File: src/rtl/cbuf_pkg.sv
package cbuf_pkg;

  // Geometry of the cyclic RAM
  localparam int R_DEPTH    = 64;
  localparam int R_DATA_W   = 8;
  localparam int W_DATA_W   = 32;
  localparam int W_DEPTH    = (R_DEPTH * R_DATA_W) / W_DATA_W;
  localparam int R_ADDR_W   = $clog2(R_DEPTH);
  localparam int W_ADDR_W   = $clog2(W_DEPTH);

  // RAM read latency in enabled cycles
  localparam int RD_LATENCY = 3;

  // Output FIFO must hold every word in flight plus one
  localparam int FIFO_DEPTH = 4;
  localparam int FIFO_PTR_W = $clog2(FIFO_DEPTH);
  localparam int CNT_W      = $clog2(FIFO_DEPTH + 1);

  typedef logic [R_ADDR_W-1:0]   r_addr_t;
  typedef logic [W_ADDR_W-1:0]   w_addr_t;
  typedef logic [R_DATA_W-1:0]   r_data_t;
  typedef logic [W_DATA_W-1:0]   w_data_t;
  typedef logic [CNT_W-1:0]      cnt_t;
  typedef logic [FIFO_PTR_W-1:0] fifo_ptr_t;

  typedef struct packed {
    logic    en;
    w_data_t data;
  } cbuf_wr_t;

  typedef struct packed {
    w_addr_t w_addr_max;
    r_addr_t r_addr_max;
    r_addr_t r_addr_min;
  } cbuf_cfg_t;

  typedef struct packed {
    logic    en;
    r_addr_t addr;
  } cbuf_rd_req_t;

endpackage

File: src/rtl/cbuf_fetch.sv
`timescale 1ns/1ps
module cbuf_fetch (
  input  logic                   clk,
  input  logic                   rst_n,
  input  logic                   clken,
  input  cbuf_pkg::cbuf_cfg_t    cfg,
  input  logic                   restart,
  input  logic                   pop,
  output cbuf_pkg::cbuf_rd_req_t rd_req
);

  cbuf_pkg::r_addr_t r_addr;
  cbuf_pkg::r_addr_t r_addr_next;
  logic              r_last;

  // Words requested and not yet popped from the FIFO
  cbuf_pkg::cnt_t    credit;
  cbuf_pkg::cnt_t    credit_next;
  logic              has_room;
  logic              issue;

  assign has_room = (credit < cbuf_pkg::CNT_W'(cbuf_pkg::FIFO_DEPTH));
  assign issue    = clken && !restart && has_room;

  // Window wrap back to the lower bound
  assign r_last      = (r_addr == cfg.r_addr_max);
  assign r_addr_next = r_last ? cfg.r_addr_min : r_addr + 1'b1;

  always_ff @(posedge clk or negedge rst_n) begin
    if (!rst_n) begin
      r_addr <= '0;
    end else if (restart) begin
      r_addr <= cfg.r_addr_min;
    end else if (issue) begin
      r_addr <= r_addr_next;
    end
  end

  // Issue and pop may land in the same cycle
  always_comb begin
    credit_next = credit;
    if (issue) begin
      credit_next = credit_next + 1'b1;
    end
    if (pop) begin
      credit_next = credit_next - 1'b1;
    end
  end

  always_ff @(posedge clk or negedge rst_n) begin
    if (!rst_n) begin
      credit <= '0;
    end else if (restart) begin
      credit <= '0;
    end else begin
      credit <= credit_next;
    end
  end

  assign rd_req.en   = issue;
  assign rd_req.addr = r_addr;

endmodule

File: src/rtl/cbuf_out_fifo.sv
`timescale 1ns/1ps
module cbuf_out_fifo (
  input  logic              clk,
  input  logic              rst_n,
  input  logic              clken,
  input  logic              restart,
  input  cbuf_pkg::r_data_t rd_data,
  input  logic              rd_data_en,
  input  logic              r_en,
  output cbuf_pkg::r_data_t m_data,
  output logic              m_valid,
  output logic              pop
);

  cbuf_pkg::r_data_t   mem [cbuf_pkg::FIFO_DEPTH];
  cbuf_pkg::fifo_ptr_t wr_ptr;
  cbuf_pkg::fifo_ptr_t rd_ptr;
  cbuf_pkg::cnt_t      count;
  logic                push;

  // Fetch credits guarantee a free slot for every arriving word
  assign push = clken && rd_data_en;
  assign pop  = clken && r_en && m_valid;

  always_ff @(posedge clk) begin
    if (push) begin
      mem[wr_ptr] <= rd_data;
    end
  end

  always_ff @(posedge clk or negedge rst_n) begin
    if (!rst_n) begin
      wr_ptr <= '0;
      rd_ptr <= '0;
      count  <= '0;
    end else if (restart) begin
      wr_ptr <= '0;
      rd_ptr <= '0;
      count  <= '0;
    end else begin
      if (push) begin
        wr_ptr <= (wr_ptr == cbuf_pkg::FIFO_PTR_W'(cbuf_pkg::FIFO_DEPTH - 1)) ?
                  '0 : wr_ptr + 1'b1;
      end
      if (pop) begin
        rd_ptr <= (rd_ptr == cbuf_pkg::FIFO_PTR_W'(cbuf_pkg::FIFO_DEPTH - 1)) ?
                  '0 : rd_ptr + 1'b1;
      end
      if (push && !pop) begin
        count <= count + 1'b1;
      end else if (pop && !push) begin
        count <= count - 1'b1;
      end
    end
  end

  // Head entry is shown as soon as it is stored
  assign m_valid = (count != '0);
  assign m_data  = mem[rd_ptr];

endmodule

File: src/rtl/cbuf_store.sv
`timescale 1ns/1ps
module cbuf_store (
  input  logic                   clk,
  input  logic                   rst_n,
  input  logic                   clken,
  input  cbuf_pkg::cbuf_wr_t     wr,
  input  cbuf_pkg::w_addr_t      w_addr_max,
  input  logic                   restart,
  input  cbuf_pkg::cbuf_rd_req_t rd_req,
  output cbuf_pkg::r_data_t      rd_data,
  output logic                   rd_data_en
);

  cbuf_pkg::w_addr_t w_addr;
  cbuf_pkg::w_addr_t w_addr_next;
  logic              w_last;

  cbuf_pkg::w_data_t mem [cbuf_pkg::W_DEPTH];

  cbuf_pkg::w_addr_t rd_word_addr;
  logic [cbuf_pkg::R_ADDR_W-cbuf_pkg::W_ADDR_W-1:0] rd_lane;
  logic [cbuf_pkg::R_ADDR_W-cbuf_pkg::W_ADDR_W-1:0] lane_q;
  cbuf_pkg::w_data_t word_q;
  cbuf_pkg::r_data_t byte_sel;

  cbuf_pkg::r_data_t data_pipe [1:cbuf_pkg::RD_LATENCY-1];
  logic [cbuf_pkg::RD_LATENCY-1:0] en_pipe;

  // Write pointer wraps at the run-time limit
  assign w_last      = (w_addr == w_addr_max);
  assign w_addr_next = w_last ? '0 : w_addr + 1'b1;

  always_ff @(posedge clk or negedge rst_n) begin
    if (!rst_n) begin
      w_addr <= '0;
    end else if (clken && wr.en) begin
      w_addr <= w_addr_next;
    end
  end

  // Byte k of word a sits at read address 4a + k
  assign rd_word_addr = rd_req.addr[cbuf_pkg::R_ADDR_W-1 -: cbuf_pkg::W_ADDR_W];
  assign rd_lane      = rd_req.addr[cbuf_pkg::R_ADDR_W-cbuf_pkg::W_ADDR_W-1:0];

  always_ff @(posedge clk) begin
    if (clken && wr.en) begin
      mem[w_addr] <= wr.data;
    end
  end

  // First stage is the read-before-write RAM output register
  always_ff @(posedge clk) begin
    if (clken) begin
      word_q <= mem[rd_word_addr];
      lane_q <= rd_lane;
    end
  end

  assign byte_sel = word_q[lane_q*cbuf_pkg::R_DATA_W +: cbuf_pkg::R_DATA_W];

  // Remaining stages carry the selected byte
  always_ff @(posedge clk) begin
    if (clken) begin
      data_pipe[1] <= byte_sel;
      for (int i = 2; i < cbuf_pkg::RD_LATENCY; i++) begin
        data_pipe[i] <= data_pipe[i-1];
      end
    end
  end

  // Strobe follows the data; restart drops reads still in flight
  always_ff @(posedge clk or negedge rst_n) begin
    if (!rst_n) begin
      en_pipe <= '0;
    end else if (restart) begin
      en_pipe <= '0;
    end else if (clken) begin
      en_pipe <= {en_pipe[cbuf_pkg::RD_LATENCY-2:0], rd_req.en};
    end
  end

  assign rd_data    = data_pipe[cbuf_pkg::RD_LATENCY-1];
  assign rd_data_en = en_pipe[cbuf_pkg::RD_LATENCY-1];

endmodule

File: src/rtl/cbuf_top.sv
`timescale 1ns/1ps
module cbuf_top (
  input  logic                clk,
  input  logic                rst_n,
  input  logic                clken,
  input  cbuf_pkg::cbuf_wr_t  wr,
  input  cbuf_pkg::cbuf_cfg_t cfg,
  input  logic                restart,
  input  logic                r_en,
  output cbuf_pkg::r_data_t   m_data,
  output logic                m_valid
);

  cbuf_pkg::cbuf_rd_req_t rd_req;
  cbuf_pkg::r_data_t      rd_data;
  logic                   rd_data_en;
  logic                   pop;

  // Issues RAM reads ahead while FIFO credit remains
  cbuf_fetch fetch_i (
    .clk     (clk),
    .rst_n   (rst_n),
    .clken   (clken),
    .cfg     (cfg),
    .restart (restart),
    .pop     (pop),
    .rd_req  (rd_req)
  );

  cbuf_store store_i (
    .clk        (clk),
    .rst_n      (rst_n),
    .clken      (clken),
    .wr         (wr),
    .w_addr_max (cfg.w_addr_max),
    .restart    (restart),
    .rd_req     (rd_req),
    .rd_data    (rd_data),
    .rd_data_en (rd_data_en)
  );

  // Absorbs the read latency so m_valid stays up under back-pressure
  cbuf_out_fifo fifo_i (
    .clk        (clk),
    .rst_n      (rst_n),
    .clken      (clken),
    .restart    (restart),
    .rd_data    (rd_data),
    .rd_data_en (rd_data_en),
    .r_en       (r_en),
    .m_data     (m_data),
    .m_valid    (m_valid),
    .pop        (pop)
  );

endmodule

File: config.mk
export PLATFORM = sky130hd
export DESIGN_NAME = cbuf_top
export DESIGN_NICKNAME = d
export VERILOG_FILES = /design/src/rtl/cbuf_pkg.sv /design/src/rtl/cbuf_fetch.sv /design/src/rtl/cbuf_out_fifo.sv /design/src/rtl/cbuf_store.sv /design/src/rtl/cbuf_top.sv
export SDC_FILE = /design/constraint.sdc
export NUM_CORES = 1
export LEC_CHECK = 0
export ABC_AREA = 1
export ABC_CLOCK_PERIOD_IN_PS = 3000
export BUFFER_PORTS_ARGS = -buffer_cell sky130_fd_sc_hd__buf_2
export CORE_UTILIZATION = 35
export CTS_BUF_LIST = sky130_fd_sc_hd__clkbuf_2
export CTS_CLUSTER_DIAMETER = 40
export DETAILED_ROUTE_END_ITERATION = 16
export SLEW_MARGIN = 5
export SYNTH_ARGS = -nofsm -noshare
export SYNTH_HDL_FRONTEND = slang
export SYNTH_HIERARCHICAL = 1
export SYNTH_SLANG_ARGS = --single-unit
File: constraint.sdc
create_clock -name clk -period 3 [get_ports clk]
set_clock_uncertainty 0.05 [all_clocks]
set_input_delay 0.3 -clock clk [delete_from_list [all_inputs] [get_ports clk]]
set_output_delay 0.3 -clock clk [all_outputs]
set_load 0.02 [all_outputs]
==> results.txt <==
TritonCTS built the clock tree. In this run the tool buffered the top-level ports with 62 buffer cells. The number of global-route vias before repair came out at 18.10k. The post-route total power came out at 0.02010 W.

Setup repair after global routing left no endpoint under its margin. The clock tree synthesis step divided the H-tree into 4 levels. The total I/O pin count is 63. The total global routing overflow is 0.

The worst path required time came out at 4.11 ns. The count of nets after finishing came out at 2823. The start-to-end type of the worst setup path is register to register. Measured on the finished design, the core utilization comes to 0.4102. In the routed layout, each cell is associated on average with a via count of 4.748. The detailed-router iteration count before antenna repair is 6. The number of buffers created by CTS came out at 161. Of the cells placed in the final design, the portion with a size suffix greater than 1 is 0.1437. In the global route stage, overall resource usage came out at 0.1763. After technology mapping, the gate count stands at 2488. The pin count of the biggest net entering global routing is 150.

Measured against its own limit, the worst slew margin works out to 0.4230. In this run the standard cell core region covers 0.07495 mm². The power per standard cell area came out at 653.7 mW/mm². The setup-violating endpoint count in the final report is 0. The detailed router finished its first iteration with 1571 violations. The minimum clock period after layout came out at 2.921 ns. The insertion delay to the later sink of the worst-skew pair came out at 1.33 ns. The detailed-placement wirelength estimate is 36.91 mm. VDD sags by at most 0.0003423 V.

The async set or reset register ratio after synthesis is 0.03728. In this run the clock root is driven by a sky130_fd_sc_hd__clkbuf_2. The endpoint class of the critical path is a register.

The post-synthesis net count came out at 2555. The initial antenna violation count is 3. The CTS sink count came out at 617.

The startpoint identified for the worst register-to-register timing path is store_i/w_addr[0]. The type of origin of the critical path is a register. The depth of the worst hold-timing path is 11. The number of violations of the max-capacitance limit came out at 0. The kind of path behind the tightest hold check is input pin to register. The clock slew seen by the registers of the worst setup and hold paths came out at 0.11 ns. Static timing analysis puts the maximum clock frequency at 342.4 MHz. The startpoint identified for the worst hold timing path is cfg[11]. The post-synthesis cell area came out at 0.02670 mm².

In this run the remaining antenna-violating nets after routing total 0. The depth of the most critical reg-to-reg path came out at 8. Each instance of the synthesized netlist takes up on average 10.73 µm². The initialized floorplan defines 100 standard-cell rows.

The synthesized design contains 617 register bits. The first-pass GRT wire length came out at 104.0 mm. The floorplan step set the die height to 278.2 µm. The global placer's final weighted congestion is 0.8415.

The number of filler instances in the final layout is 7099. The average detailed-routed wire length per instance came out at 17.64 µm. The run finished with clean final reports.

The horizontal die dimension came out at 278.2 µm. Among all flip-flop cells after synthesis, the most frequent one is sky130_fd_sc_hd__edfxtp_1. The arrival time at the worst endpoint came out at 4.03 ns. The count of unresolved DRC violations after routing is 0. The number of enable flip-flop cells after synthesis came out at 594. Yosys printed 6 warnings. The tightest hold path in the finished design has a slack of 0.1860 ns. The buffer levels on the longest clock path is 3.

The via total after detailed routing is 18.23k. The period utilization came out at 0.9735. The count of cell types in the netlist is 35. The die covers 0.07738 mm². The area growth from synthesis to layout is 15.16%. The count of endpoints failing hold in the final timing report is 0. The final total negative setup slack came out at 0 ns. For this run, the register share of the synthesized area comes to 0.6897. The final wirelength came out at 67.73 mm. The largest fanout on the critical path came out at 7. The transition time of the tightest slew-check pin came out at 0.8655 ns. The total count of max-transition violations in the final report is 0. The leakage component of the power came out at 13.15 nW.

The origin of the worst setup path is store_i/w_addr[0]. The initial cell density of the core came out at 0.3562.
state kept, by name (all words and copies together) (netlist names):
signal and cells:
fetch_i/credit 3, store_i/w_addr 4, store_i/word_q 32, fifo_i/rd_ptr 2, store_i/lane_q 2, fifo_i/mem 32
fifo_i/wr_ptr 2, store_i/mem 512, store_i/en_pipe 3, fetch_i/r_addr 6, fifo_i/count 3, store_i/data_pipe 16
cells in the final DEF (no fill, tap or decap), types with 4 or more instances in the layout:
master / Yosys / layout
sky130_fd_sc_hd__nand2_1: 735 / 735
sky130_fd_sc_hd__edfxtp_1: 594 / 594
sky130_fd_sc_hd__inv_1: 428 / 426
sky130_fd_sc_hd__nand3_1: 406 / 406
sky130_fd_sc_hd__clkbuf_2: 0 / 230
sky130_fd_sc_hd__dlygate4sd3_1: 0 / 112
sky130_fd_sc_hd__buf_2: 53 / 62
sky130_fd_sc_hd__nor2_1: 63 / 47
sky130_fd_sc_hd__o21ai_0: 38 / 38
sky130_fd_sc_hd__clkinv_1: 0 / 27
sky130_fd_sc_hd__buf_4: 11 / 25
sky130_fd_sc_hd__nor2_4: 4 / 20
sky130_fd_sc_hd__buf_12: 0 / 19
sky130_fd_sc_hd__dfrtp_1: 23 / 17
sky130_fd_sc_hd__o22ai_1: 16 / 16
sky130_fd_sc_hd__inv_2: 11 / 14
sky130_fd_sc_hd__ha_1: 12 / 12
sky130_fd_sc_hd__xor2_1: 10 / 10
sky130_fd_sc_hd__nand2_2: 8 / 8
sky130_fd_sc_hd__clkinv_2: 0 / 5
sky130_fd_sc_hd__diode_2: 0 / 4
sky130_fd_sc_hd__inv_6: 0 / 4
sky130_fd_sc_hd__a21oi_1: 4 / 4
sky130_fd_sc_hd__nand2_4: 4 / 4
synth_stat cells (2+ instances only):
master                     number  share of area
sky130_fd_sc_hd__a211oi_1       2        0.00056
sky130_fd_sc_hd__nand3_2        2        0.00075
sky130_fd_sc_hd__o22ai_1       16         0.0037
sky130_fd_sc_hd__nand2_1      735           0.10
sky130_fd_sc_hd__inv_1        428          0.060
sky130_fd_sc_hd__buf_4         11         0.0031
sky130_fd_sc_hd__nor2_4         4         0.0017
sky130_fd_sc_hd__o21ai_0       38         0.0071
sky130_fd_sc_hd__buf_2         53         0.0099
sky130_fd_sc_hd__nand3_1      406          0.076
sky130_fd_sc_hd__nand4_1        3        0.00070
sky130_fd_sc_hd__nand2_4        4         0.0017
sky130_fd_sc_hd__inv_2         11         0.0015
sky130_fd_sc_hd__nand2_2        8         0.0019
sky130_fd_sc_hd__clkbuf_1       7        0.00098
sky130_fd_sc_hd__ha_1          12         0.0056
sky130_fd_sc_hd__xor2_1        10         0.0033
sky130_fd_sc_hd__inv_4          2        0.00047
sky130_fd_sc_hd__dfrtp_1       23          0.022
sky130_fd_sc_hd__a21oi_1        4        0.00075
sky130_fd_sc_hd__xnor2_1        2        0.00066
sky130_fd_sc_hd__buf_6         26          0.011
sky130_fd_sc_hd__edfxtp_1     594           0.67
sky130_fd_sc_hd__nor2_1        63         0.0089
sky130_fd_sc_hd__buf_1         14         0.0020
kinds of logic after synthesis:
group | count (synthesis) | synth area share
xor gates and xnor gates | 12 | 0.003937
DFF | 617 | 0.6897
adders and majority gates | 13 | 0.006374
AOI/OAI and AO/OA | 62 | 0.01298
and+or+nand+nor | 1229 | 0.1964
muxes | 1 | 0.0003750
buffers and inverters | 554 | 0.09022
stage by stage:
| step | area, µm² | instances | worst slack (ns) |
|---|---|---|---|
| after detailed placement | 28150 | 3449 | 0.6857 |
| after global placement | 28150 | 3449 | 0.6866 |
| after floorplan | 26700 | 2488 | 0.4197 |
| after CTS | 30730 | 3836 | 0.001031 |
| after global routing | 30740 | 3840 | 0.01811 |
| final | 30740 | 3840 | 0.07935 |
where the power goes:
group	internal, W	switching [W]
registers	0.0100	0.000262
logic	0.00124	0.00285
clock network	0.00232	0.00340
critical path: stages, from the launching register on:
cell and delay [ns]:
sky130_fd_sc_hd__dfrtp_2 0.48, sky130_fd_sc_hd__xor2_1 0.18, sky130_fd_sc_hd__nor2_1 0.11, sky130_fd_sc_hd__dlygate4sd3_1 0.62
sky130_fd_sc_hd__nand2_1 0.08, sky130_fd_sc_hd__dlygate4sd3_1 0.60, sky130_fd_sc_hd__nand2_1 0.07, sky130_fd_sc_hd__dlygate4sd3_1 0.54
sky130_fd_sc_hd__nand2_1 0.05
path summary, 6_finish.rpt:
kind	to	slack (ns)
worst min-delay path	fetch_i/r_addr[0]	0.19
worst max register to register	store_i/w_addr[1]	0.08
worst min register to register	store_i/data_pipe[2][2]	0.36
worst max-delay path	store_i/w_addr[1]	0.08
max in group asynchronous	fetch_i/r_addr[2]	2.18
min in group asynchronous	store_i/w_addr[0]	0.52
what timing repair did:
item | 4_1_cts | 5_1_grt
hold buffers | 113 | 0
hold endpoints to repair | 712 | 0
buffers inserted | 0 | 0
endpoints found under the setup margin | 8 | 2
gates resized for setup | 3 | 3
pin swaps | 0 | 0
layer usage:
layer,vias to the layer above,part of all wire,GRT usage,wire (µm)
met5,-,0.00019,0,13
met4,2,0.019,0.06616,1310
met3,105,0.067,0.03601,4518
met2,638,0.49,0.2955,33270
met1,8752,0.42,0.2243,28610
li1,8735,-,-,-
layout make-up:
class / count / area [µm²] / share of cell area
clock inverters: 44 / 277.8 / 0.009035
well taps: 969 / 1212 / 0.03944
multi-input cells: 1317 / 5996 / 0.1950
flip-flops and latches: 617 / 18430 / 0.5994
clock buffers: 230 / 1151 / 0.03744
inverters: 441 / 1670 / 0.05433
repair buffers: 218 / 1999 / 0.06503
diodes: 4 / 10.01 / 0.0003256
Note: power is estimated with default switching activity, not from simulation.
